**config.mk**
```make
export PLATFORM = sky130hd
export DESIGN_NAME = window_shift
export DESIGN_NICKNAME = d
export VERILOG_FILES = /design/src/logic/conv_pkg.sv /design/src/logic/window_shift.sv
export VERILOG_INCLUDE_DIRS = /design/src /design/src/include
export SDC_FILE = /design/constraint.sdc
export NUM_CORES = 1
export LEC_CHECK = 0
export ABC_CLOCK_PERIOD_IN_PS = 1760
export BUFFER_PORTS_ARGS = -buffer_cell sky130_fd_sc_hd__clkbuf_2
export CAP_MARGIN = 20
export CORE_UTILIZATION = 58
export DETAILED_ROUTE_END_ITERATION = 7
export PLACE_DENSITY = 0.85
export SYNTH_ARGS = -nofsm -noshare
export SYNTH_HDL_FRONTEND = slang
export SYNTH_SLANG_ARGS = --single-unit
```
**constraint.sdc**
```tcl
create_clock -name clk -period 1.76 [get_ports clk]
set_clock_uncertainty 0.15 [all_clocks]
set_input_delay 0.088 -clock clk [delete_from_list [all_inputs] [get_ports clk]]
set_output_delay 0.088 -clock clk [all_outputs]
set_load 0.05 [all_outputs]
```
**src/include/conv_defs.svh**
```systemverilog
`ifndef CONV_DEFS_SVH
`define CONV_DEFS_SVH

////////////////////////////////////////////////////////////
// layer geometry
////////////////////////////////////////////////////////////

`define CONV_IFM_SIZE       8
`define CONV_KERNEL_SIZE    3
`define CONV_IFM_DEPTH      2
`define CONV_FILTERS        2
`define CONV_OFM_SIZE       (`CONV_IFM_SIZE - `CONV_KERNEL_SIZE + 1)

////////////////////////////////////////////////////////////
// datapath widths
////////////////////////////////////////////////////////////

`define CONV_PIX_W          8
`define CONV_SUM_W          22  // 16 bit products, 9 taps, 2 channels

// pixels held by the line buffer
`define CONV_FIFO_DEPTH     ((`CONV_KERNEL_SIZE - 1) * `CONV_IFM_SIZE + `CONV_KERNEL_SIZE)
`define CONV_MAC_LAT        2

// address widths
`define CONV_IFM_AW  $clog2(`CONV_IFM_DEPTH * `CONV_IFM_SIZE * `CONV_IFM_SIZE)
`define CONV_OFM_AW  $clog2(`CONV_FILTERS * `CONV_OFM_SIZE * `CONV_OFM_SIZE)
`define CONV_WGT_AW  $clog2(`CONV_FILTERS * `CONV_IFM_DEPTH * `CONV_KERNEL_SIZE * `CONV_KERNEL_SIZE)

`endif

```
**src/logic/conv_pkg.sv**
```systemverilog
`include "conv_defs.svh"

package conv_pkg;

    typedef logic signed [`CONV_PIX_W-1:0] pix_t;
    typedef logic signed [`CONV_PIX_W-1:0] wgt_t;
    typedef logic signed [`CONV_SUM_W-1:0] sum_t;

    typedef logic [`CONV_IFM_AW-1:0] ifm_addr_t;    // channel major
    typedef logic [`CONV_OFM_AW-1:0] ofm_addr_t;    // filter major
    typedef logic [`CONV_WGT_AW-1:0] wgt_addr_t;    // filter, channel, row, column

    // K*K window, element r*K+c
    typedef struct packed {
        pix_t [`CONV_KERNEL_SIZE*`CONV_KERNEL_SIZE-1:0] pix;
    } window_t;

    // output write tag, travels beside the window
    typedef struct packed {
        ofm_addr_t addr;
        logic      first;  // first channel, overwrite
        logic      last;   // last channel, relu
    } ofm_wr_t;

    typedef enum logic [1:0] {IDLE, READ, FINISH, HOLD} ctrl_state_e;

    typedef enum logic [1:0] {FILL, READY, SKIP} win_state_e;

endpackage

```
**src/logic/window_shift.sv**
```systemverilog
`timescale 1ns/1ps

`include "conv_defs.svh"

module window_shift
(
    input  logic              clk,
    input  logic              reset,
    input  logic              shift_en,
    input  conv_pkg::pix_t    din,
    output conv_pkg::window_t window
);

    localparam int N = `CONV_FIFO_DEPTH;
    localparam int K = `CONV_KERNEL_SIZE;

    // sr[0] newest, sr[j] is the pixel j places back in raster order
    conv_pkg::pix_t sr [N];

    always_ff @(posedge clk)
    begin
        if (shift_en)
        begin
            sr[0] <= din;
            for (int i = 1; i < N; i++)
                sr[i] <= sr[i-1];
        end
    end

    ////////////////////////////////////////////////////////////
    // taps, one row stride apart
    ////////////////////////////////////////////////////////////

    // newest pixel is the bottom right corner
    always_comb
    begin
        for (int r = 0; r < K; r++)
        begin
            for (int c = 0; c < K; c++)
                window.pix[r*K + c] = sr[(K - 1 - r) * `CONV_IFM_SIZE + (K - 1 - c)];
        end
    end

    // buffer data must be settled by the time it is shifted in
    a_din_known: assert property (@(posedge clk) disable iff (reset)
        shift_en |-> !$isunknown(din));

endmodule
```
==> metrics.md <==
| Metric | Value |
|---|---|
| Final instance area | 5880 um2 |
| Reg power frac | 49.9% |
| Top Registers | sr: 152 flops |
| PortBufs | 81 |
| Worst min path class | in -> reg |
| Final slew viol count | 0 |
| Most common library cells after synthesis | 152 x edfxtp_1 |
| Final ANT Viol Nets | 0 |
| Net Sw Frac | 21.8% |
| Nets | 276 |
| Worst Tran Pin Value | 0.306 ns |
| Main synth FF type | edfxtp_1 |
| Pleak | 2.20 nW |
| Min-delay src | din[0] |
| Status | finished, final reports clean |
| Inserted Diodes | 0 |
| Layout cells sized above 1 | 40.8% |
| GPL Wtd Cong | 0.664 |
| Routed wire per std cell | 17.5 um |
| Global-route wire length before repair | 10,400 um |
| Top cell type's share of synthesized area | 100% |
| Hold Path Cell Cnt | 2 |
| Pwr Density | 1470 nW/um2 |
| Max_slew headroom | 79.6% |
| WS Path Type | reg -> out |
| Area grow syn2layout | 28.8% |
| Initial antenna violation count | 0 |
| Die H | 90.7 um |
| Worst EP required | 1.52 ns |
| Synthesized flop and latch total | 152 |
| Largest net degree at the start of global routing | 39 |
| Post-synth ARST share | 0% |
| Clock Power Share | 43.8% |
| Mapped Cells | 152 |
| Post-synth top area cell | edfxtp_1 |
| Postcts setup bufs | 0 |
| Clock buffer depth | 2 |
| CTS root buffer | clkbuf_8 |
| Max IR drop VDD | 1.06 mV |
| Min cycle time layout | 1.44 ns |
| Worst Hold End | sr[0][0] |
| Comb power frac | 6.3% |
| Setup-failing EPs final | 0 |
| Sequential area share after synthesis | 100% |
| Total detailed-routing wirelength | 6580 um |
| Max-cap viol count | 0 |
| DIE WIDTH | 90.7 um |
| R2r setup slk | 0.91 ns |
| Worst path max stage delay | 0.43 ns |
| Worst-case reg-to-reg path depth | 0 |
| DP Area | 5170 um2 |
| Final Hold Fails | 0 |
| Synth Area in Compound Gates | 0% |
| # DRC | 0 |
| Critical Path AT | 1.20 ns |
| Post-synthesis adder-cell area fraction | 0% |
| Element type at the critical path start | flip-flop |
| Routed vias/inst | 5.03 |
| Top-count cell post-synth | edfxtp_1 |
| CP Buf/Inv Count | 1 |
| Area of the core | 7450 um2 |
| TritonCTS Sinks | 152 |
| Yosys warning count | 0 |
| Endpoint class of the critical path | primary output |
| Reg with most FFs | sr |
| Row count | 31 |
| Comb_multi_in | 0 |
| Max reg flops | 152 |
| Hpwl dp | 3330 um |
| Area contributors post-synth | edfxtp_1 100% |
| Fmax | 696 MHz |
| Number of synthesized flops with an enable pin | 152 |
| Worst-skew pair later-pin latency | 0.51 ns |
| Pint | 6.76 mW |
| Fin crit share | 81.7% |
| Mux share of post-synthesis cell area | 0% |
| Capturing point of the worst reg2reg path | sr[11][3] |
| Cts bufs inserted | 17 |
| CP max stage cell | edfxtp_1 |
| Post-synthesis simple-gate area fraction | 0% |
| Sw power | 1.88 mW |
| FF-to-FF Start | sr[10][3] |
| RSZ-0062 raised after global routing | false |
| Number of global-route vias before repair | 1,901 |
| Multi-input logic area | 0 um2 |
| Tot Pwr | 8.64 mW |
| Global route overflow | 0 |
| H-tree depth | 4 |
| # IOs | 83 |
| 1st-iter DRT viols | 117 |
| Vias | 1,892 |
| Post-synthesis xor/xnor area fraction | 0% |
| Starting Density | 61.3% |
| Mapped cell area | 4560 um2 |
| Synth cell types | 1 |
| Clk slew on worst S/H paths | 0.06 ns |
| TritonRoute pass-1 iters | 4 |
| Final setup TNS | 0 ns |
| Synth Net Count | 163 |
| Crit-path cells | clkbuf_2 |
| Top delay family on crit path | flip-flops |
| Mapped Avg Cell Area | 30.0 um2 |
| CTS tree | built |
| Die area | 8230 um2 |
| Worst-path fanout max | 2 |
| All-layer global routing usage | 18.0% |
per-layer routing:
metal / up-vias / track usage [%] / share of wire, %
met5: - / 0 / 0
met3: 7 / 5.98 / 5.0
met2: 74 / 29.4 / 53
li1: 850 / - / -
met4: 0 / 8.47 / 0.88
met1: 961 / 21.8 / 41
metrics by stage:
| stage | util (%) | setup WS (ns) | hold slack (ns) | std cells |
|---|---|---|---|---|
| 2_1_floorplan | - | 0.681 | 0.0369 | 152 |
| 3_3_place_gp | 69.4 | 0.656 | 0.116 | 336 |
| 3_5_place_dp | 69.4 | 0.630 | 0.118 | 336 |
| 4_1_cts | 78.9 | 0.297 | 0.122 | 376 |
| 5_1_grt | 78.9 | 0.267 | 0.126 | 376 |
| 6_report | 78.9 | 0.322 | 0.147 | 376 |
power by group through the flow:
stage	clock network, mW	logic, mW	registers [mW]
floorplan	0	0	4.70
global placement	0	0.522	4.36
detailed placement	0	0.529	4.38
CTS	3.85	0.546	4.31
global route	4.01	0.560	4.33
finish	3.79	0.543	4.31
cell type report:
| class | instances | area (um2) |
|---|---|---|
| Sequential cell | 152 | 4560 |
| Clock inverter | 13 | 203 |
| Timing Repair Buffer | 94 | 569 |
| Clock buffer | 18 | 418 |
| Tap cell | 99 | 124 |
| Fill cell | 397 | 1570 |
layout by cell type (no fill, tap or decap), drive strengths merged:
| cell type | count |
|---|---|
| bufinv | 5 |
| dlygate4sd3 | 9 |
| edfxtp | 152 |
| inv | 1 |
| clkinv | 7 |
| clkbuf | 98 |
| buf | 5 |
how the worst max path moves through the flow:
stage / from / end / slack [ns] / cells after the start
global placement: shift_en / sr[16][3] / 0.66 / 2
CTS: sr[10][6] / window[30] / 0.30 / 1
finish: sr[10][3] / window[27] / 0.32 / 1
global route: sr[10][6] / window[30] / 0.27 / 1
floorplan: sr[9][0] / sr[10][0] / 0.68 / 0
detailed placement: shift_en / sr[16][3] / 0.63 / 2
logic make-up after synthesis:
logic type  after synthesis
flip-flops              152
timing repair:
| item | 4_1_cts | 5_1_grt |
|---|---|---|
| resized for setup | 0 | 0 |
| hold endpoints to repair | 34 | 0 |
| hold buffers | 9 | 0 |
Power figures use the tool's default switching activity.
