`config.mk`:
```
export PLATFORM = sky130hd
export DESIGN_NAME = conv_mac
export DESIGN_NICKNAME = d
export VERILOG_FILES = /design/src/logic/conv_pkg.sv /design/src/logic/conv_mac.sv
export VERILOG_INCLUDE_DIRS = /design/src /design/src/include
export SDC_FILE = /design/constraint.sdc
export NUM_CORES = 2
export LEC_CHECK = 0
export BUFFER_PORTS_ARGS = -buffer_cell sky130_fd_sc_hd__buf_2
export CORE_ASPECT_RATIO = 0.9
export CORE_MARGIN = 3
export CORE_UTILIZATION = 31
export DETAILED_ROUTE_END_ITERATION = 8
export SETUP_SLACK_MARGIN = 0.02
export SYNTH_ARGS = -nofsm -noshare
export SYNTH_HDL_FRONTEND = slang
export SYNTH_SLANG_ARGS = --single-unit
```
`constraint.sdc`:
```
create_clock -name clk -period 10.9 [get_ports clk]
set_clock_uncertainty 0.15 [all_clocks]
set_input_delay 2.18 -clock clk [delete_from_list [all_inputs] [get_ports clk]]
set_output_delay 2.18 -clock clk [all_outputs]
set_load 0.01 [all_outputs]
```
`src/include/conv_defs.svh`:
```
`ifndef CONV_DEFS_SVH
`define CONV_DEFS_SVH

////////////////////////////////////////////////////////////
// layer geometry
////////////////////////////////////////////////////////////

`define CONV_IFM_SIZE       8
`define CONV_KERNEL_SIZE    3
`define CONV_IFM_DEPTH      2
`define CONV_FILTERS        2
`define CONV_OFM_SIZE       (`CONV_IFM_SIZE - `CONV_KERNEL_SIZE + 1)

////////////////////////////////////////////////////////////
// datapath widths
////////////////////////////////////////////////////////////

`define CONV_PIX_W          8
`define CONV_SUM_W          22  // 16 bit products, 9 taps, 2 channels

// pixels held by the line buffer
`define CONV_FIFO_DEPTH     ((`CONV_KERNEL_SIZE - 1) * `CONV_IFM_SIZE + `CONV_KERNEL_SIZE)
`define CONV_MAC_LAT        2

// address widths
`define CONV_IFM_AW  $clog2(`CONV_IFM_DEPTH * `CONV_IFM_SIZE * `CONV_IFM_SIZE)
`define CONV_OFM_AW  $clog2(`CONV_FILTERS * `CONV_OFM_SIZE * `CONV_OFM_SIZE)
`define CONV_WGT_AW  $clog2(`CONV_FILTERS * `CONV_IFM_DEPTH * `CONV_KERNEL_SIZE * `CONV_KERNEL_SIZE)

`endif

```
`src/logic/conv_pkg.sv`:
```
`include "conv_defs.svh"

package conv_pkg;

    typedef logic signed [`CONV_PIX_W-1:0] pix_t;
    typedef logic signed [`CONV_PIX_W-1:0] wgt_t;
    typedef logic signed [`CONV_SUM_W-1:0] sum_t;

    typedef logic [`CONV_IFM_AW-1:0] ifm_addr_t;    // channel major
    typedef logic [`CONV_OFM_AW-1:0] ofm_addr_t;    // filter major
    typedef logic [`CONV_WGT_AW-1:0] wgt_addr_t;    // filter, channel, row, column

    // K*K window, element r*K+c
    typedef struct packed {
        pix_t [`CONV_KERNEL_SIZE*`CONV_KERNEL_SIZE-1:0] pix;
    } window_t;

    // output write tag, travels beside the window
    typedef struct packed {
        ofm_addr_t addr;
        logic      first;  // first channel, overwrite
        logic      last;   // last channel, relu
    } ofm_wr_t;

    typedef enum logic [1:0] {IDLE, READ, FINISH, HOLD} ctrl_state_e;

    typedef enum logic [1:0] {FILL, READY, SKIP} win_state_e;

endpackage

```
`src/logic/conv_mac.sv`:
```
`timescale 1ns/1ps

`include "conv_defs.svh"

module conv_mac
(
    input  logic                clk,
    input  logic                reset,
    input  logic                wgt_wr_en,
    input  conv_pkg::wgt_addr_t wgt_wr_addr,
    input  conv_pkg::wgt_t      wgt_wr_data,
    input  logic                win_valid,
    input  conv_pkg::window_t   window,
    input  conv_pkg::wgt_addr_t wgt_base,
    input  conv_pkg::ofm_wr_t   tag_in,
    output logic                sum_valid,
    output conv_pkg::sum_t      sum,
    output conv_pkg::ofm_wr_t   tag_out
);

    localparam int KK = `CONV_KERNEL_SIZE * `CONV_KERNEL_SIZE;
    localparam int WENTRIES = `CONV_FILTERS * `CONV_IFM_DEPTH * KK;

    conv_pkg::wgt_t      wmem [WENTRIES];
    conv_pkg::wgt_t      wreg [KK];
    conv_pkg::wgt_addr_t cur_base;
    logic                reload_pend, reload;

    logic signed [2*`CONV_PIX_W-1:0] prod [KK];
    logic                            v1;
    conv_pkg::ofm_wr_t               tag1;
    conv_pkg::sum_t                  tree;

    always_ff @(posedge clk)
    begin
        if (wgt_wr_en)
            wmem[wgt_wr_addr] <= wgt_wr_data;
    end

    ////////////////////////////////////////////////////////////
    // active kernel registers
    ////////////////////////////////////////////////////////////

    assign reload = reload_pend || (wgt_base != cur_base);

    always_ff @(posedge clk or posedge reset)
    begin
        if (reset)
        begin
            cur_base    <= '0;
            reload_pend <= 1'b1;
        end
        else
        begin
            if (reload)
            begin
                cur_base    <= wgt_base;
                reload_pend <= 1'b0;
            end
            if (wgt_wr_en)
                reload_pend <= 1'b1;  // memory changed under the copy
        end
    end

    always_ff @(posedge clk)
    begin
        if (reload)
        begin
            for (int i = 0; i < KK; i++)
                wreg[i] <= wmem[wgt_base + conv_pkg::wgt_addr_t'(i)];
        end
    end

    // stage 1 multiplies, stage 2 adds
    always_ff @(posedge clk)
    begin
        for (int i = 0; i < KK; i++)
            prod[i] <= window.pix[i] * wreg[i];
        tag1    <= tag_in;
        sum     <= tree;
        tag_out <= tag1;
    end

    always_comb
    begin
        tree = '0;
        for (int i = 0; i < KK; i++)
            tree = tree + prod[i];
    end

    always_ff @(posedge clk or posedge reset)
    begin
        if (reset)
        begin
            v1        <= 1'b0;
            sum_valid <= 1'b0;
        end
        else
        begin
            v1        <= win_valid;
            sum_valid <= v1;
        end
    end

endmodule

```
==> run metrics <==
status finished, violations left; violated checks capacitance limit; DRC viols 0; max-cap violations 1; fin util 34.9%; DR vias 37500; Final Critical Period 6240 ps; setup TNS 0 ps; headroom to the max-slew limit 1.21%; CTS clk-pin slew, worst paths 60 ps; die area 182000 µm²; slowest CP cell ha_2; largest net degree at the start of global routing 109; Crit path arrival time 6490 ps; post-DP HPWL 132000 µm; Final ANT Viol Nets 0; postcts setup bufs 0; CP Buf/Inv Count 3; CTS Buffer Depth 3; most common cell after layout, fill and taps aside inv_1; P&R area growth vs syn 11.1%; H-tree levels 3; I/O Buffers 136; Final Hold Fails 0; initial antenna violation count 23; fmax 160 MHz; final WL 170000 µm; GRT Util Overall 18.7%; Yosys warning count 0; post-synthesis cell count 4667; WS Path Type in -> reg; Worst Tran Pin Value 1480 ps; Ports 137; Req. time, crit path 11150 ps; crit-path max cell delay 1060 ps; synthesized cell area 55000 µm²; top sig layer met4; Avg Cell Area, Syn 11.8 µm²; Starting DRT DRC Count 3901; total CTS buffers 70; Core ar. 175000 µm²; crit path launch type input pin; WL per Instance 23.7 µm; metal2 WL 74900 µm; CTS tree built; cts repair resizes 0; RSZ-0062 raised after global routing no; first-pass GRT wire length 254000 µm; Post-synth EDFFs 360; GRT overflow 0; post-synthesis cell type count 66; width of the die 450 µm; crit path cell chain buf_4 > clkinv_1 > ha_2 > buf_4 > mux4_2 > mux4_2 > nand2_1 > a31oi_1; max-slew violations 0; ys async rst share 1.63%; Vias per Instance 5.21; clk root buf clkbuf_16; share of cells above drive strength 1 16.6%; Synth Register Bits 553; num rows 145; period utilization 57.3%; net count after synthesis 5674; CP delay by family, top buffers and inverters; commonest non-fill, non-tap cells in the layout inv_1, fa_1, mux4_2; Die Y 405 µm; Initial DRT Pass Iterations 5; M1 wire length 68500 µm; Starting Density 31.4%; post-synthesis sequential area ratio 26.8%; Num Clock Sinks 553; flop2flop setup slack 5680 ps; endpoints failing setup 0; vias in the first global route 38200; met3 wire len 20500 µm; clock latency on the worst-skew pair 730 ps; gpl congestion 0.942; hold_buf cts 0; NumNets Final 5774; CP Capture Type flip-flop; HP Class reg -> reg; Worst Path Max Fanout 42; Top FF cell, synth edfxtp_1
## cell type report
type                            count  area (µm²)
Inverter                          892        3350
Antenna cell                       20        50.0
Timing Repair Buffer              179        1030
Fill cell                       17200      114000
Multi-Input combinational cell   3071       36400
Sequential cell                   553       14700
Clock buffer                       83        1860
Tap cell                         2352        2940
Clock inverter                     45         667
## cell families (layout without fill, tap and decap cells)
logic type / count (synthesis) / after routing / synth area share, %
compound gates: 400 / 400 / 4.84
buf+inv: 1043 / 1199 / 7.45
other cells: 0 / 20 / 0
flops: 553 / 553 / 26.8
xor+xnor: 185 / 185 / 2.99
fa+ha+maj: 902 / 902 / 28.9
mux: 501 / 501 / 19.0
simple gates: 1083 / 1083 / 10.1
## cell usage after synthesis (19+ instances only)
master      n  area (µm²)
a211oi_1   60         450
a21o_1     26         195
a21oi_1    80         400
a22oi_1    32         240
and2_1    401        2510
buf_2      52         260
clkbuf_1   63         236
dfxtp_1   184        3680
edfxtp_1  360       10800
fa_1      610       12200
ha_1      292        3650
inv_1     890        3340
mux2i_1    58         581
mux4_2    432        9730
nand2_1   299        1120
nand2b_1   43         269
nand3_1    19        95.1
nor2_1    185         694
nor2b_1    50         313
nor3_1     24         120
o211ai_1   22         165
o21ai_0    61         305
xnor2_1   141        1230
xor2_1     41         359
## sequential cells by signal (all words and copies together), names as in the netlist
name / flops
sum_valid: 1
prod: 144
cur_base: 6
reload_pend: 1
wmem: 288
tag1: 9
sum: 22
wreg: 72
v1: 1
tag_out: 9
## path summary, 6_finish.rpt
| path | start | end | cells past startpoint |
|---|---|---|---|
| min reg2reg | tag1[7] | tag_out[7] | 0 |
| min in group asynchronous | reset | sum_valid | 2 |
| max reg2reg | prod[0][2] | sum[18] | 17 |
| min | tag1[7] | tag_out[7] | 0 |
| max | wgt_base[2] | wreg[0][37] | 8 |
| max in group asynchronous | reset | reload_pend | 2 |
## worst reg2reg max path: cells and delay by family (launching register included)
family	cells	cell delay [ps]
buf+inv	5	330
compound gates	4	1360
flops	1	310
fa+ha+maj	6	2640
simple gates	2	280
## metal layers
layer / track usage (%) / vias up
met5: 0 / -
met4: 6.77 / 0
met3: 7.19 / 363
met2: 28.3 / 1964
met1: 24.4 / 19100
li1: - / 16100
## metrics by stage
| step | setup slack, ps | cell area [µm²] | hold slack, ps | std cells |
|---|---|---|---|---|
| floorplan | 4150 | 55000 | 160 | 4667 |
| global placement | 4090 | 58400 | 160 | 7047 |
| detailed placement | 3990 | 58500 | 162 | 7047 |
| CTS | 4770 | 61000 | 178 | 7175 |
| global route | 4640 | 61000 | 182 | 7185 |
| finish | 4660 | 61000 | 175 | 7195 |
Power is left out: the tool's default activity adds up to more than one toggle a clock period on the data nets, which glitch-free logic cannot reach.
