### src/include/conv_defs.svh
`ifndef CONV_DEFS_SVH
`define CONV_DEFS_SVH

////////////////////////////////////////////////////////////
// layer geometry
////////////////////////////////////////////////////////////

`define CONV_IFM_SIZE       8
`define CONV_KERNEL_SIZE    3
`define CONV_IFM_DEPTH      2
`define CONV_FILTERS        2
`define CONV_OFM_SIZE       (`CONV_IFM_SIZE - `CONV_KERNEL_SIZE + 1)

////////////////////////////////////////////////////////////
// datapath widths
////////////////////////////////////////////////////////////

`define CONV_PIX_W          8
`define CONV_SUM_W          22  // 16 bit products, 9 taps, 2 channels

// pixels held by the line buffer
`define CONV_FIFO_DEPTH     ((`CONV_KERNEL_SIZE - 1) * `CONV_IFM_SIZE + `CONV_KERNEL_SIZE)
`define CONV_MAC_LAT        2

// address widths
`define CONV_IFM_AW  $clog2(`CONV_IFM_DEPTH * `CONV_IFM_SIZE * `CONV_IFM_SIZE)
`define CONV_OFM_AW  $clog2(`CONV_FILTERS * `CONV_OFM_SIZE * `CONV_OFM_SIZE)
`define CONV_WGT_AW  $clog2(`CONV_FILTERS * `CONV_IFM_DEPTH * `CONV_KERNEL_SIZE * `CONV_KERNEL_SIZE)

`endif

### src/logic/conv_pkg.sv
`include "conv_defs.svh"

package conv_pkg;

    typedef logic signed [`CONV_PIX_W-1:0] pix_t;
    typedef logic signed [`CONV_PIX_W-1:0] wgt_t;
    typedef logic signed [`CONV_SUM_W-1:0] sum_t;

    typedef logic [`CONV_IFM_AW-1:0] ifm_addr_t;    // channel major
    typedef logic [`CONV_OFM_AW-1:0] ofm_addr_t;    // filter major
    typedef logic [`CONV_WGT_AW-1:0] wgt_addr_t;    // filter, channel, row, column

    // K*K window, element r*K+c
    typedef struct packed {
        pix_t [`CONV_KERNEL_SIZE*`CONV_KERNEL_SIZE-1:0] pix;
    } window_t;

    // output write tag, travels beside the window
    typedef struct packed {
        ofm_addr_t addr;
        logic      first;  // first channel, overwrite
        logic      last;   // last channel, relu
    } ofm_wr_t;

    typedef enum logic [1:0] {IDLE, READ, FINISH, HOLD} ctrl_state_e;

    typedef enum logic [1:0] {FILL, READY, SKIP} win_state_e;

endpackage

### src/logic/ofm_store.sv
`timescale 1ns/1ps

`include "conv_defs.svh"

module ofm_store
(
    input  logic                clk,
    input  logic                reset,
    input  logic                sum_valid,
    input  conv_pkg::sum_t      sum,
    input  conv_pkg::ofm_wr_t   tag,
    input  conv_pkg::ofm_addr_t rd_addr,
    output conv_pkg::sum_t      rd_data
);

    localparam int ENTRIES = `CONV_FILTERS * `CONV_OFM_SIZE * `CONV_OFM_SIZE;

    conv_pkg::sum_t mem [ENTRIES];
    conv_pkg::sum_t acc;

    // partial sum across channels, relu on the last one
    always_comb
    begin
        acc = tag.first ? sum : mem[tag.addr] + sum;
        if (tag.last && acc < 0)
            acc = '0;
    end

    always_ff @(posedge clk)
    begin
        if (sum_valid)
            mem[tag.addr] <= acc;
    end

    // next layer read port
    always_ff @(posedge clk or posedge reset)
    begin
        if (reset)
            rd_data <= '0;
        else
            rd_data <= mem[rd_addr];
    end

endmodule

### config.mk
export PLATFORM = sky130hd
export DESIGN_NAME = ofm_store
export DESIGN_NICKNAME = d
export VERILOG_FILES = /design/src/logic/conv_pkg.sv /design/src/logic/ofm_store.sv
export VERILOG_INCLUDE_DIRS = /design/src /design/src/include
export SDC_FILE = /design/constraint.sdc
export NUM_CORES = 2
export LEC_CHECK = 0
export BUFFER_PORTS_ARGS = -buffer_cell sky130_fd_sc_hd__buf_4
export CORE_UTILIZATION = 45
export CTS_CLUSTER_SIZE = 25
export DETAILED_ROUTE_END_ITERATION = 8
export HOLD_SLACK_MARGIN = 0.08
export SYNTH_ARGS = -nofsm -noshare
export SYNTH_HDL_FRONTEND = slang
export SYNTH_SLANG_ARGS = --single-unit
### constraint.sdc
create_clock -name clk -period 20.9 [get_ports clk]
set_input_delay 3.135 -clock clk [delete_from_list [all_inputs] [get_ports clk]]
set_output_delay 3.135 -clock clk [all_outputs]
set_load 0.05 [all_outputs]
==> impl_metrics.toml <==
[outcome]
status = "finished with violations"
violations = "max-capacitance violations"

[grt]
grt_pass1_wl_um = 376000
overflow = 0
grt_pass1_vias = 45991
antenna_found_initial = 21
grt_usage_pct = 33.6
grt_max_degree = 96

[floorplanning]
die_x_um = 404
ioPinCount = 63
core_sq_um = 160000
die_area_sq_um = 163000
rows = 147
die_height_um = 404
start_util_pct = 45.3

[cts]
cts_tree = "built"
numCtsBuffers = 168
clk_latency_ns = 0.83
cts-resized-gates = 0
post_cts_buffers = 0
cts_buffer_depth = 3
cts_hold_buffers = 0
htreeDepth = 4
clock-sinks = 1606
path_clk_slew_ns = 0.06
root_buffer = "clkbuf_16"

[worst_setup_path]
r2r_end = "mem[62][13]$_DFFE_PP_"
path_class = "in2reg"
reg2reg_depth = 18
critPathCaptureType = "register"
cp_data_arrival_time_ns = 12.23
r2r-start = "mem[11][10]$_DFFE_PP_"
r2r_slack_ns = 13.44
crit_required_ns = 21.44
cp-start-kind = "input pin"
critPathMaxFanout = 41

[place]
hpwl_um = 161000
finalWeightedCongestion = 0.979
placedCellCount = 6134
numPortBuffers = 62

[power_and_ir_drop]
p_seq_share_pct = 49.1
p_clk_share_pct = 38.9
leakage_nw = 25.3
comb_power_share_pct = 11.9
p_switching_w = 0.00194
p_int_w = 0.00567
irDropWorstVdd_uv = 80.8
swShare_pct = 25.5
power_density_nw_per_um2 = 93.0

[routing]
ant_nets = 0
via_count = 47502
drt_wl_total_um = 276000
routed_via_density = 7.37
drt_iter0_drc = 8169
firstDrtPassIters = 6
drc_errors = 0
wl_per_cell_um = 42.8

[sta]
min_period_over_period_pct = 55.9
drv_slew = 0
hold_viol_final = 0
grt_setup_unrepaired = "false"
fin_crit_ns = 11.69
max_slew.worst_pin.slew_ns = 1.49
fmax_mhz = 85.5
setup_violations = 0
maxSlewHeadroom_pct = 0.480
skew_ns = 0.0346
tns_ns = 0

[synth]
yosys_register_bits = 1606
ys_warn_count = 0
synth_area_leaders = "edfxtp_1 65%, mux4_2 16%, a22oi_1 4.1%"
synth_top_cell_by_area = "edfxtp_1"
netlist_instances = 4066
synthDistinctLibCells = 81
netlist.area_leader.share_pct = 65.4
seq_area_frac_synth_pct = 66.2
synth_edf_count = 1584
postSynthAreaPerCell_sq_um = 17.9
syn-num-nets = 4129
async_reset_ff_share_pct = 1.37
synth_flop_cell = "edfxtp_1"
synth_area_sq_um = 72700

[final_layout]
nets = 4207
fill_cells = 12830
seqCellArea_sq_um = 48100
layout-drive-gt1-share_pct = 27.2
final_common_cell = "edfxtp_1"
finalNonFillerCells = 6442
multi_input_area_sq_um = 23800
syn2layout_area_growth_pct = 12.7
final_cell_mix = "1584 x edfxtp_1, 528 x mux4_2, 401 x a22oi_1"

[hold_path]
hold_end = "rd_data[15]$_DFF_PP0_"
hold_path_class = "reg2reg"
holdPathStages = 3
worstHoldStart = "mem[65][15]$_DFFE_PP_"

[run]
drv_cap = 1
[cells in the mapped netlist (5+ instances only)]
library cell and instances:
mux2_2 32, buf_2 127, nor2b_1 13, o221ai_1 6
o21ai_0 52, a222oi_1 20, edfxtp_1 1584, a22o_1 108
a221oi_1 139, a21oi_1 109, ha_1 21, a221o_1 7
a21o_1 8, nand2b_1 8, nand2_1 71, dfrtp_1 22
a22oi_1 401, a31oi_1 76, xor2_1 8, mux2i_1 71
o211ai_1 17, a21oi_2 10, o22ai_1 11, inv_1 9
or2_2 5, and3_1 5, buf_1 50, nor3_1 17
clkbuf_1 152, nand4_1 58, nor2_1 169, a211oi_1 12
mux4_2 528, and2_1 5, nand3_1 43, xnor2_1 6
[stage by stage]
stage / area [sq um] / util (%) / total power (W) / hold WS, ns / worst slack (ns)
floorplan: 72700 / - / 0.00431 / 0.744 / 10.13
global placement: 76600 / 47.7 / 0.00468 / 0.801 / 8.81
detailed placement: 76600 / 47.7 / 0.00469 / 0.802 / 8.84
CTS: 81900 / 51.1 / 0.00760 / 0.816 / 9.65
global route: 81900 / 51.1 / 0.00777 / 0.852 / 9.26
finish: 81900 / 51.1 / 0.00762 / 0.806 / 9.21
[cell type report]
type                    instances  share of cell area [%]
repair buffers                245                    2.37
clock inverters               100                    1.22
clock buffers                 199                    5.31
diodes                          9                  0.0275
flip-flops and latches       1606                    58.7
multi-input cells            2113                    29.0
well taps                    2160                    3.30
inverters                      10                  0.0458
[power groups by stage]
stage	logic (W)	registers (W)	clock network (W)
CTS	0.000882	0.00374	0.00298
global route	0.000931	0.00374	0.00309
floorplan	0.000463	0.00384	0
finish	0.000908	0.00374	0.00297
global placement	0.000874	0.00381	0
detailed placement	0.000881	0.00381	0
[flip-flops by register name (all words and copies together) (netlist names)]
signal and flops:
rd_data 22, mem 1584
[critical path, cell delays in order]
cell and delay (ns):
buf_4 0.37, buf_4 0.39, nand2b_1 0.34, nor2_4 0.18, buf_4 0.63, buf_4 0.49
buf_4 0.59, a22oi_1 0.14, a31oi_1 0.62, a21oi_1 0.17, o311ai_0 1.14, ha_1 0.51
and2_1 0.20, a221o_1 0.35, o2111ai_1 0.26, a21oi_1 0.11, mux2i_1 0.34, xnor2_4 0.11
buf_4 0.32, a21oi_4 0.98, buf_4 0.57
[worst max-delay path by stage]
| stage | start | endpoint | slack (ns) | cells past startpoint |
|---|---|---|---|---|
| floorplan | tag[4] | mem[0][20]$_DFFE_PP_ | 10.13 | 20 |
| global placement | tag[2] | mem[53][13]$_DFFE_PP_ | 8.81 | 21 |
| detailed placement | tag[2] | mem[32][18]$_DFFE_PP_ | 8.84 | 21 |
| CTS | tag[2] | mem[32][18]$_DFFE_PP_ | 9.65 | 21 |
| global route | tag[2] | mem[32][18]$_DFFE_PP_ | 9.26 | 21 |
| finish | tag[2] | mem[62][13]$_DFFE_PP_ | 9.21 | 21 |
[metal layers]
layer	part of all wire [%]	vias to the layer above	track usage, %
li1	-	17847	-
met1	35	24815	44.4
met2	44	4043	49.0
met3	15	773	10.9
met4	6.5	24	19.0
met5	0.052	-	0
[logic make-up (layout without fill, tap and decap cells)]
| kind of cell | Yosys count | count (layout) | synth area share (%) |
|---|---|---|---|
| AOI/OAI and AO/OA | 1027 | 1027 | 10.6 |
| adders and majority gates | 22 | 22 | 0.389 |
| and+or+nand+nor | 417 | 417 | 2.71 |
| xor gates and xnor gates | 15 | 15 | 0.191 |
| other | 0 | 9 | 0 |
| DFF | 1606 | 1606 | 66.2 |
| muxes | 632 | 632 | 17.9 |
| buffers and inverters | 347 | 554 | 2.07 |
No activity file was read; power rests on OpenSTA's default activity.
