===== src/include/conv_defs.svh =====
`ifndef CONV_DEFS_SVH
`define CONV_DEFS_SVH

////////////////////////////////////////////////////////////
// layer geometry
////////////////////////////////////////////////////////////

`define CONV_IFM_SIZE       8
`define CONV_KERNEL_SIZE    3
`define CONV_IFM_DEPTH      2
`define CONV_FILTERS        2
`define CONV_OFM_SIZE       (`CONV_IFM_SIZE - `CONV_KERNEL_SIZE + 1)

////////////////////////////////////////////////////////////
// datapath widths
////////////////////////////////////////////////////////////

`define CONV_PIX_W          8
`define CONV_SUM_W          22  // 16 bit products, 9 taps, 2 channels

// pixels held by the line buffer
`define CONV_FIFO_DEPTH     ((`CONV_KERNEL_SIZE - 1) * `CONV_IFM_SIZE + `CONV_KERNEL_SIZE)
`define CONV_MAC_LAT        2

// address widths
`define CONV_IFM_AW  $clog2(`CONV_IFM_DEPTH * `CONV_IFM_SIZE * `CONV_IFM_SIZE)
`define CONV_OFM_AW  $clog2(`CONV_FILTERS * `CONV_OFM_SIZE * `CONV_OFM_SIZE)
`define CONV_WGT_AW  $clog2(`CONV_FILTERS * `CONV_IFM_DEPTH * `CONV_KERNEL_SIZE * `CONV_KERNEL_SIZE)

`endif


===== src/logic/conv_pkg.sv =====
`include "conv_defs.svh"

package conv_pkg;

    typedef logic signed [`CONV_PIX_W-1:0] pix_t;
    typedef logic signed [`CONV_PIX_W-1:0] wgt_t;
    typedef logic signed [`CONV_SUM_W-1:0] sum_t;

    typedef logic [`CONV_IFM_AW-1:0] ifm_addr_t;    // channel major
    typedef logic [`CONV_OFM_AW-1:0] ofm_addr_t;    // filter major
    typedef logic [`CONV_WGT_AW-1:0] wgt_addr_t;    // filter, channel, row, column

    // K*K window, element r*K+c
    typedef struct packed {
        pix_t [`CONV_KERNEL_SIZE*`CONV_KERNEL_SIZE-1:0] pix;
    } window_t;

    // output write tag, travels beside the window
    typedef struct packed {
        ofm_addr_t addr;
        logic      first;  // first channel, overwrite
        logic      last;   // last channel, relu
    } ofm_wr_t;

    typedef enum logic [1:0] {IDLE, READ, FINISH, HOLD} ctrl_state_e;

    typedef enum logic [1:0] {FILL, READY, SKIP} win_state_e;

endpackage


===== src/logic/conv_ctrl.sv =====
`timescale 1ns/1ps

`include "conv_defs.svh"

module conv_ctrl
(
    input  logic                clk,
    input  logic                reset,
    input  logic                start_from_previous,
    input  logic                end_from_next,
    output logic                end_to_previous,
    output logic                start_to_next,
    output logic                ifm_rd_en,
    output conv_pkg::ifm_addr_t ifm_rd_addr,
    output logic                shift_en,
    output logic                win_valid,
    output conv_pkg::wgt_addr_t wgt_base,
    output conv_pkg::ofm_wr_t   tag
);

    localparam int PLANE = `CONV_IFM_SIZE * `CONV_IFM_SIZE;
    localparam int OFM_PLANE = `CONV_OFM_SIZE * `CONV_OFM_SIZE;
    localparam int KK = `CONV_KERNEL_SIZE * `CONV_KERNEL_SIZE;
    localparam int CW = $clog2(`CONV_IFM_DEPTH + 1);
    localparam int FW = $clog2(`CONV_FILTERS + 1);
    localparam int DRAIN = `CONV_MAC_LAT + 2;   // buffer read, shift, mac

    conv_pkg::ctrl_state_e state, state_next;
    conv_pkg::win_state_e  win_state;

    logic [$clog2(PLANE)-1:0]            pix_cnt;
    logic [CW-1:0]                       chan_cnt, win_chan;
    logic [FW-1:0]                       filter_cnt, win_filter;
    logic [$clog2(`CONV_FIFO_DEPTH)-1:0] win_cnt;
    conv_pkg::ofm_addr_t                 ofm_pix;
    logic [DRAIN-1:0]                    drain_pipe;
    logic plane_end, last_plane, run_end;
    logic result_pending, out_busy;

    ////////////////////////////////////////////////////////////
    // main state machine
    ////////////////////////////////////////////////////////////

    assign plane_end  = (state == conv_pkg::READ) && (pix_cnt == PLANE - 1);
    assign last_plane = (chan_cnt == `CONV_IFM_DEPTH - 1) && (filter_cnt == `CONV_FILTERS - 1);
    assign run_end    = plane_end && last_plane;
    assign out_busy   = result_pending || (|drain_pipe);  // store still owned by last run

    always_ff @(posedge clk or posedge reset)
    begin
        if (reset)
            state <= conv_pkg::IDLE;
        else
            state <= state_next;
    end

    always_comb
    begin
        state_next = state;
        case (state)
            conv_pkg::IDLE:
                if (start_from_previous)
                    state_next = out_busy ? conv_pkg::HOLD : conv_pkg::READ;
            conv_pkg::HOLD:
                if (!out_busy)
                    state_next = conv_pkg::READ;
            conv_pkg::READ:
                if (plane_end)
                    state_next = last_plane ? conv_pkg::IDLE : conv_pkg::FINISH;
            conv_pkg::FINISH:
                state_next = conv_pkg::READ;  // one idle cycle flushes the window
            default:
                state_next = conv_pkg::IDLE;
        endcase
    end

    assign end_to_previous = (state == conv_pkg::IDLE);
    assign ifm_rd_en       = (state == conv_pkg::READ);
    assign ifm_rd_addr     = conv_pkg::ifm_addr_t'(chan_cnt * PLANE + pix_cnt);

    // channels inner and filters outer
    always_ff @(posedge clk or posedge reset)
    begin
        if (reset)
        begin
            pix_cnt    <= '0;
            chan_cnt   <= '0;
            filter_cnt <= '0;
        end
        else if (plane_end)
        begin
            pix_cnt <= '0;
            if (chan_cnt == `CONV_IFM_DEPTH - 1)
            begin
                chan_cnt   <= '0;
                filter_cnt <= (filter_cnt == `CONV_FILTERS - 1) ? '0 : filter_cnt + 1'b1;
            end
            else
                chan_cnt <= chan_cnt + 1'b1;
        end
        else if (state == conv_pkg::READ)
            pix_cnt <= pix_cnt + 1'b1;
    end

    ////////////////////////////////////////////////////////////
    // window validity
    ////////////////////////////////////////////////////////////

    always_ff @(posedge clk or posedge reset)
    begin
        if (reset)
        begin
            shift_en  <= 1'b0;
            win_state <= conv_pkg::FILL;
            win_cnt   <= '0;
        end
        else
        begin
            shift_en <= ifm_rd_en;  // aligned with buffer data
            if (!shift_en)
            begin
                win_state <= conv_pkg::FILL;
                win_cnt   <= '0;
            end
            else
            begin
                win_cnt <= win_cnt + 1'b1;
                case (win_state)
                    conv_pkg::FILL:
                        if (win_cnt == `CONV_FIFO_DEPTH - 1)
                        begin
                            win_state <= conv_pkg::READY;
                            win_cnt   <= '0;
                        end
                    conv_pkg::READY:
                        if (win_cnt == `CONV_OFM_SIZE - 1)
                        begin
                            win_state <= conv_pkg::SKIP;
                            win_cnt   <= '0;
                        end
                    conv_pkg::SKIP:
                        if (win_cnt == `CONV_KERNEL_SIZE - 2)  // row wrap columns
                        begin
                            win_state <= conv_pkg::READY;
                            win_cnt   <= '0;
                        end
                    default:
                        win_state <= conv_pkg::FILL;
                endcase
            end
        end
    end

    assign win_valid = (win_state == conv_pkg::READY);

    // plane identity of the windows in flight taken on the first shift
    always_ff @(posedge clk or posedge reset)
    begin
        if (reset)
        begin
            win_chan   <= '0;
            win_filter <= '0;
            ofm_pix    <= '0;
        end
        else
        begin
            if (win_state == conv_pkg::FILL && shift_en && win_cnt == '0)
            begin
                win_chan   <= chan_cnt;
                win_filter <= filter_cnt;
            end
            if (win_state == conv_pkg::FILL)
                ofm_pix <= '0;
            else if (win_valid)
                ofm_pix <= ofm_pix + 1'b1;
        end
    end

    assign wgt_base  = conv_pkg::wgt_addr_t'((win_filter * `CONV_IFM_DEPTH + win_chan) * KK);
    assign tag.addr  = conv_pkg::ofm_addr_t'(win_filter * OFM_PLANE) + ofm_pix;
    assign tag.first = (win_chan == 0);
    assign tag.last  = (win_chan == `CONV_IFM_DEPTH - 1);

    ////////////////////////////////////////////////////////////
    // next layer handshake
    ////////////////////////////////////////////////////////////

    always_ff @(posedge clk or posedge reset)
    begin
        if (reset)
        begin
            drain_pipe     <= '0;
            result_pending <= 1'b0;
        end
        else
        begin
            drain_pipe <= {drain_pipe[DRAIN-2:0], run_end};
            if (drain_pipe[DRAIN-1])       // final relu write lands now
                result_pending <= 1'b1;
            else if (start_to_next)
                result_pending <= 1'b0;
        end
    end

    assign start_to_next = result_pending && end_from_next;

    // a run always begins at pixel 0 of channel 0 and filter 0
    a_idle_at_origin: assert property (@(posedge clk) disable iff (reset)
        state == conv_pkg::IDLE |-> ifm_rd_addr == '0 && filter_cnt == '0);

    // single cycle pulse once the pipeline has drained
    a_start_next: assert property (@(posedge clk) disable iff (reset)
        start_to_next |-> drain_pipe == '0 ##1 !start_to_next);

endmodule


===== config.mk =====
export PLATFORM = sky130hd
export DESIGN_NAME = conv_ctrl
export DESIGN_NICKNAME = d
export VERILOG_FILES = /design/src/logic/conv_pkg.sv /design/src/logic/conv_ctrl.sv
export VERILOG_INCLUDE_DIRS = /design/src /design/src/include
export SDC_FILE = /design/constraint.sdc
export NUM_CORES = 1
export LEC_CHECK = 0
export BUFFER_PORTS_ARGS = -buffer_cell sky130_fd_sc_hd__buf_2
export CORE_MARGIN = 5
export CORE_UTILIZATION = 45
export CTS_CLUSTER_DIAMETER = 150
export DETAILED_ROUTE_END_ITERATION = 16
export PLACE_DENSITY = 0.66
export SLEW_MARGIN = 20
export SYNTH_ARGS = -nofsm -noshare
export SYNTH_HDL_FRONTEND = slang
export SYNTH_SLANG_ARGS = --single-unit

===== constraint.sdc =====
create_clock -name clk -period 2 [get_ports clk]
set_input_delay 0 -clock clk [delete_from_list [all_inputs] [get_ports clk]]
set_output_delay 0 -clock clk [all_outputs]
set_load 0.02 [all_outputs]

==> results of run 1 <==
power by group through the flow:
stage / Combinational [uW] / Clock, uW / Sequential (uW)
2_1_floorplan: 11.1 / 0 / 742
3_3_place_gp: 19.8 / 0 / 742
3_5_place_dp: 19.8 / 0 / 742
4_1_cts: 24.2 / 534 / 728
5_1_grt: 27.9 / 572 / 727
6_report: 23.0 / 514 / 728
path summary, 6_finish.rpt:
kind,end,startpoint,depth (start not counted)
worst max-delay path,tag[8],ofm_pix[2]$_DFFE_PP0P_,7
max in group asynchronous,win_chan[0]$_DFFE_PP0P_,reset,4
worst min-delay path,pix_cnt[0]$_DFFE_PP0P_,reset,4
min in group clk,drain_pipe[1]$_DFF_PP0_,drain_pipe[0]$_DFF_PP0_,0
worst max register to register,win_chan[0]$_DFFE_PP0P_,win_cnt[2]$_DFF_PP0_,3
worst min register to register,drain_pipe[1]$_DFF_PP0_,drain_pipe[0]$_DFF_PP0_,0
flip-flops by register name, summed over array words and instances (netlist names):
name	flops
pix_cnt	6
result_pending	1
chan_cnt	2
win_cnt	5
win_filter	2
filter_cnt	2
ofm_pix	7
win_chan	2
drain_pipe	4
state	2
shift_en	1
win_state	2
through the flow:
step / power [uW] / utilization (%) / area [um^2]
3_5_place_dp: 761.4 / 51.68 / 2097
5_1_grt: 1327 / 54.64 / 2217
4_1_cts: 1286 / 54.64 / 2217
6_report: 1265 / 54.64 / 2217
3_3_place_gp: 761.5 / 51.68 / 2097
2_1_floorplan: 752.8 / - / 1914
cell families (layout without fill, tap and decap cells):
group                    count (synthesis)  after routing  synth area share, %
AO/OA/AOI/OAI                           31             31                10.59
XOR/XNOR                                12             12                5.490
adder cells (fa/ha/maj)                 14             14                9.543
buffers and inverters                   20             56                5.098
flip-flops                              36             36                47.06
multiplexers                             6              6                3.529
AND/OR/NAND/NOR                         63             63                18.69
final cells by class:
cell class	instances	area [um^2]	share of cell area, %
inverters	12	45.04	2.032
flip-flops and latches	36	900.9	40.63
multi-input cells	126	915.9	41.31
well taps	50	62.56	2.822
repair buffers	36	202.7	9.142
clock buffers	8	90.09	4.063
what timing repair did:
action                    in CTS  in global routing
hold buffers                   3                  0
hold endpoints to repair      38                  0
buffers inserted               0                  0
gates resized for setup        0                  0
worst max-delay path: cells and delay by family (launching register included):
kind	cells	cell delay, ps
AO/OA/AOI/OAI	1	90
XOR/XNOR	1	130
adder cells (fa/ha/maj)	2	610
buffers and inverters	3	310
flip-flops	1	460
synth_stat cells, types with 2 or more instances:
cell type and instances:
o211ai_1 2, nand3b_1 3, nor2b_1 2, or3_1 2
dfrtp_1 36, and2_1 2, nor4_1 2, nor3b_1 2
xnor2_1 7, clkbuf_1 3, o21ai_0 8, nand3_1 10
nor3_1 7, a22o_1 3, ha_1 13, or4_1 3
mux2_2 6, buf_4 4, inv_1 12, nand2_1 14
a21boi_0 3, o22ai_1 2, a21oi_1 5, a21o_1 3
nand2b_1 3, nor2_1 6, xor2_1 5, or3b_2 2
per-layer routing:
layer  GRT usage (%)  vias up  share of wire, %
li1                -      709                 -
met1           19.81      683                50
met2           20.99       32                43
met3           4.272        7               5.4
met4           6.796        0               1.9
met5               0        -                 0
==> results.txt, run 1 <==
----------------------------------------------------
[Status]
  Result of the run ... finished, final reports clean

[Yosys]
  Count of unique library cells instantiated by Yosys ... 40
  Number of storage elements in the synthesis netlist ... 36
  Mapped cell area ... 1914 um^2
  Net Count, Synth ... 200
  Ys flop type ... dfrtp_1
  Fraction of synthesized cell area taken by the top area cell type ... 47.06%
  Synth area leader ... dfrtp_1
  Share of the yosys chip area belonging to registers ... 47.06%
  Async set-or-reset flop fraction in the synthesized netlist ... 100.0%
  Largest cells by area after synthesis ... dfrtp_1 (47%), ha_1 (8.5%), mux2_2 (3.5%)
  Synthesis warning total ... 0
  Average cell area after synthesis ... between 10 and 15 um^2
  Synth Instances ... 182
  EDFF count, synth ... 0

[Global routing]
  Antenna violations before repair ... 0
  Largest net degree at the start of global routing ... 37
  Via count of the first global-routing pass ... 1333
  First-pass GRT wire length ... 6154 um
  GRT Residual Overflow ... 0
  All-Layer GR Usage ... 14.45%

[Setup path]
  Worst setup path class ... reg -> out
  Delay of the slowest critical-path stage ... 460 ps
  Worst path arrival time ... ~1900 ps
  Critical Path Most Common Cell ... inv_1
  Critical-path top delay cell ... dfrtp_1
  Largest fanout on the critical path ... 7
  Crit path required time ... 2000 ps
  Reg2Reg Setup Slack ... 230 ps
  CP cell instances ... ha_1 -> inv_1 -> fa_1 -> inv_1 -> a31oi_1 -> xnor2_1 -> buf_2
  CP endpoint kind ... primary output
  Worst Setup Start Kind ... register

[Routing]
  Detail Route Antenna Nets ... 0
  Per-cell via count in the routed design ... 5.340
  DRC Markers ... 0
  Total Routed Length ... 3494 um
  Via count ... 1431
  Average wire length per cell after detail routing ... around 13 um
  Iteration-0 DRC count of the detailed router ... 99
  Pre-antenna DRT Iters ... 4

[Timing]
  Least setup slack across all paths after layout ... 126.4 ps
  Period Utilization, post-route ... 93.68%
  Final setup skew ... roughly 3.5 ps
  Setup violation total in the final timing report ... 0
  Tightest slew margin relative to the limit ... 70.42%
  Hold violation total from the final report ... 0
  Max Fclk ... 533.7 MHz
  Unrepaired setup endpoints after global routing ... false
  Summed negative setup slack over all endpoints ... 0 ps
  Max Transition Viols Final ... 0
  Minimum clock period ... about 1900 ps
  Hold slack final ... ~350 ps
  Tightest Pin Transition ... approximately 440 ps

[Clock tree]
  Total CTS buffers ... 5
  Post-CTS clock slew at the launch and capture registers of the worst setup and hold paths ... approximately 70 ps
  Clock tree sinks ... 36
  Root buf cell ... clkbuf_8
  Clock tree from TritonCTS ... built
  CTS H-Tree Depth ... 2
  Worst-Skew Late Latency ... 280 ps
  Clock tree buffer depth ... 2

[Finish]
  Layout Nets ... 235
  Number of diodes ... 0
  Layout Area Growth over Synthesis ... 15.82%
  Commonest cells after routing, fill and taps aside ... dfrtp_1 (36), buf_2 (30), nand2_1 (14)
  Filler cell count ... 361
  Most common cell after layout, fill and taps aside ... dfrtp_1
  Post-route non-filler standard cell count ... 268
  Ratio of cells with drive above 1 in the final layout ... 22.48%

[Power and ir drop]
  Combinational power share ... 1.8%
  Proportion of power drawn by flip-flops and latches ... 57.5%
  Cell leakage power ... 0.001103 uW
  Internal power consumption ... 1016 uW
  Maximum VDD drop ... around 0.3 mV
  Proportion of total power due to net switching ... 19.68%
  NetSw ... between 200 and 250 uW
  Clock power share ... between 40% and 50%
  Power per cell area ... 570.6 nW/um^2

[Floorplanning]
  Die Wd ... ~75 um
  Die Footprint ... approximately 5700 um^2
  Vertical extent of the die ... 75.23 um
  Count of pins on the block boundary ... 31
  Core ar. ... 4058 um^2
  Starting utilization of the core area ... 47.18%
  Floorplan row count ... 23

[Placement]
  Port bufs ... 30
  Routability congestion estimate ... 0.8277
  DP HPWL ... 2571 um
  Placed cell count ... between 200 and 300
  Minimum setup slack after placement ... 220.4 ps

[Flow run]
  Max Cap Viol ... 0

[Hold path]
  Hold Crit Class ... in -> async

----------------------------------------------------
Note: power is estimated with default switching activity, not from simulation.
==> inputs of run 2 (changes only) <==
--- a/config.mk
+++ b/config.mk
@@ -6,13 +6,15 @@
 export SDC_FILE = /design/constraint.sdc
 export NUM_CORES = 1
 export LEC_CHECK = 0
+export ABC_CLOCK_PERIOD_IN_PS = 2000
 export BUFFER_PORTS_ARGS = -buffer_cell sky130_fd_sc_hd__buf_2
 export CORE_MARGIN = 5
 export CORE_UTILIZATION = 45
+export CTS_BUF_LIST = sky130_fd_sc_hd__clkbuf_8 sky130_fd_sc_hd__clkbuf_16
 export CTS_CLUSTER_DIAMETER = 150
 export DETAILED_ROUTE_END_ITERATION = 16
 export PLACE_DENSITY = 0.66
-export SLEW_MARGIN = 20
+export SLEW_MARGIN = 5
 export SYNTH_ARGS = -nofsm -noshare
 export SYNTH_HDL_FRONTEND = slang
 export SYNTH_SLANG_ARGS = --single-unit
==> run 2 against run 1 <==
Cell count did not move. Largest cell class unchanged. Global-route usage is the same. Non-clock buffer count did not move. Hold slack lost 0.70 ps. Combinational power is essentially flat. Sequential share of layout area unchanged.
==> results.txt, run 2 (synthesis gave the netlist of run 1 again) <==
----------------------------------------------------
[Routing]
  Detail Route Antenna Nets ... 0
  DRC Markers ... 0
  Iteration-0 DRC count of the detailed router ... 92
  Via count ... 1428
  Average wire length per cell after detail routing ... ~13 um
  Total Routed Length ... 3497 um
  Per-cell via count in the routed design ... 5.328
  Pre-antenna DRT Iters ... 4

[Finish]
  Final core occ ... between 50% and 60%
  Number of diodes ... 0
  Flip-flop count of the largest register after layout ... 7
  Biggest registers after layout ... ofm_pix (7), pix_cnt (6), win_cnt (5)
  Ratio of cells with drive above 1 in the final layout ... 22.48%
  Layout Area Growth over Synthesis ... 15.82%
  Commonest cells after routing, fill and taps aside ... dfrtp_1 (36), buf_2 (30), inv_1 (14), nand2_1 (14), ha_1 (13)
  Layout Nets ... 235
  Most common cell after layout, fill and taps aside ... dfrtp_1
  Register with the most flip-flops ... ofm_pix
  Post-route non-filler standard cell count ... ~270

[Power and ir drop]
  Cell leakage power ... 0.001111 uW
  Maximum VDD drop ... 0.3067 mV
  Power per cell area ... 566.7 nW/um^2

[Timing]
  Max Transition Viols Final ... 0
  Setup violation total in the final timing report ... 0
  Max Fclk ... 533.9 MHz
  Final setup skew ... 3.203 ps
  Hold slack final ... 353.0 ps
  Least setup slack across all paths after layout ... 127.1 ps
  Unrepaired setup endpoints after global routing ... false
  Period Utilization, post-route ... approximately 94%
  Tightest Pin Transition ... ~440 ps
  Tightest slew margin relative to the limit ... 70.43%
  Summed negative setup slack over all endpoints ... 0 ps
  Hold violation total from the final report ... 0
  Minimum clock period ... 1873 ps

[Floorplanning]
  Count of pins on the block boundary ... 31
  Die Wd ... approximately 75 um
  Die Footprint ... 5659 um^2
  Core ar. ... a little over 4000 um^2
  Vertical extent of the die ... 75.23 um
  Floorplan row count ... 23
  Starting utilization of the core area ... 47.18%

[Setup path]
  Worst Setup Start Kind ... register
  Critical Path Most Common Cell ... inv_1
  Critical path capture point ... tag[8]
  Critical-path top delay cell ... dfrtp_1
  Crit path buf inv count ... 3
  CP endpoint kind ... primary output
  Total number of cells along the worst setup path ... 7
  Crit path required time ... 2000 ps
  Reg2reg end ... win_chan[0]$_DFFE_PP0P_
  RR Startpoint ... win_cnt[2]$_DFF_PP0_
  CP cell instances ... ha_1 -> inv_1 -> fa_1 -> inv_1 -> a31oi_1 -> xnor2_1 -> buf_2
  CP top delay family ... adder cells
  Worst path arrival time ... between 1500 and 2000 ps
  Cell depth of the worst flop-to-flop path ... 3
  First element of the critical path ... ofm_pix[2]$_DFFE_PP0P_
  Reg2Reg Setup Slack ... 230 ps
  Largest fanout on the critical path ... 7
  Worst setup path class ... reg -> out
  Delay of the slowest critical-path stage ... 460 ps

[Status]
  Result of the run ... finished, final reports clean

[Clock tree]
  CTS H-Tree Depth ... 2
  Worst-Skew Late Latency ... 280 ps
  Clock tree buffer depth ... 2
  Post-CTS clock slew at the launch and capture registers of the worst setup and hold paths ... 70 ps
  Clock tree sinks ... 36
  Clock tree from TritonCTS ... built
  Root buf cell ... clkbuf_8
  Total CTS buffers ... 5

[Global routing]
  Via count of the first global-routing pass ... 1333
  First-pass GRT wire length ... 6154 um
  All-Layer GR Usage ... 14.45%
  GRT Residual Overflow ... 0
  Antenna violations before repair ... 0
  Largest net degree at the start of global routing ... 37

[Placement]
  Port bufs ... 30
  Placed cell count ... 257
  Routability congestion estimate ... 0.8277
  Minimum setup slack after placement ... 220.4 ps
  DP HPWL ... 2571 um

[Flow run]
  Max Cap Viol ... 0

[Hold path]
  Hold Crit Class ... in -> async

----------------------------------------------------
## run 2: cell types whose count changed in the layout (fill, tap and decap cells not counted), sizes merged
cell	change
inv	+2
clkbuf	-2
## run 2: power breakdown
group	internal [uW]	switching [uW]
combinational	7.48	15.5
sequential	728	0
clock	270	235
total	1010	251
## run 2: metal layers
layer	track usage (%)	up-vias	part of all wire (%)
li1	-	710	-
met2	20.99	30	43
met3	4.272	7	5.2
met4	6.796	0	2.0
met1	19.81	681	50
met5	0	-	0
## run 2: final cells by class
class                   count  area [um^2]
clock inverters             2        7.507
clock buffers               6        82.58
flip-flops and latches     36        900.9
well taps                  50        62.56
fillers                   361         1841
multi-input cells         126        915.9
inverters                  12        45.04
repair buffers             36        202.7
## run 2: repair_timing
action,CTS,global route
setup buffers,0,0
hold buffers,3,0
gates resized for setup,0,0
hold endpoints to repair,38,0
setup endpoints to repair,0,0
## run 2: worst min path at each step
stage	slack, ps	cells past startpoint	from	endpoint
floorplan	130	2	start_from_previous	state[0]$_DFFE_PP0P_
global placement	120	3	reset	shift_en$_DFF_PP0_
detailed placement	120	3	reset	shift_en$_DFF_PP0_
CTS	360	4	reset	shift_en$_DFF_PP0_
global route	390	0	drain_pipe[0]$_DFF_PP0_	drain_pipe[1]$_DFF_PP0_
finish	350	4	reset	pix_cnt[0]$_DFFE_PP0P_
## run 2: per-stage QoR
stage,power [uW],instance area (um^2)
6_report,1256,2217
5_1_grt,1317,2217
4_1_cts,1277,2217
3_5_place_dp,761.4,2097
3_3_place_gp,761.5,2097
2_1_floorplan,752.8,1914
## run 2: worst register-to-register path, stage by stage, from the launching register on
cell and delay [ps]:
dfrtp_1 470, or4_4 570, nor3_4 260, mux2_2 360
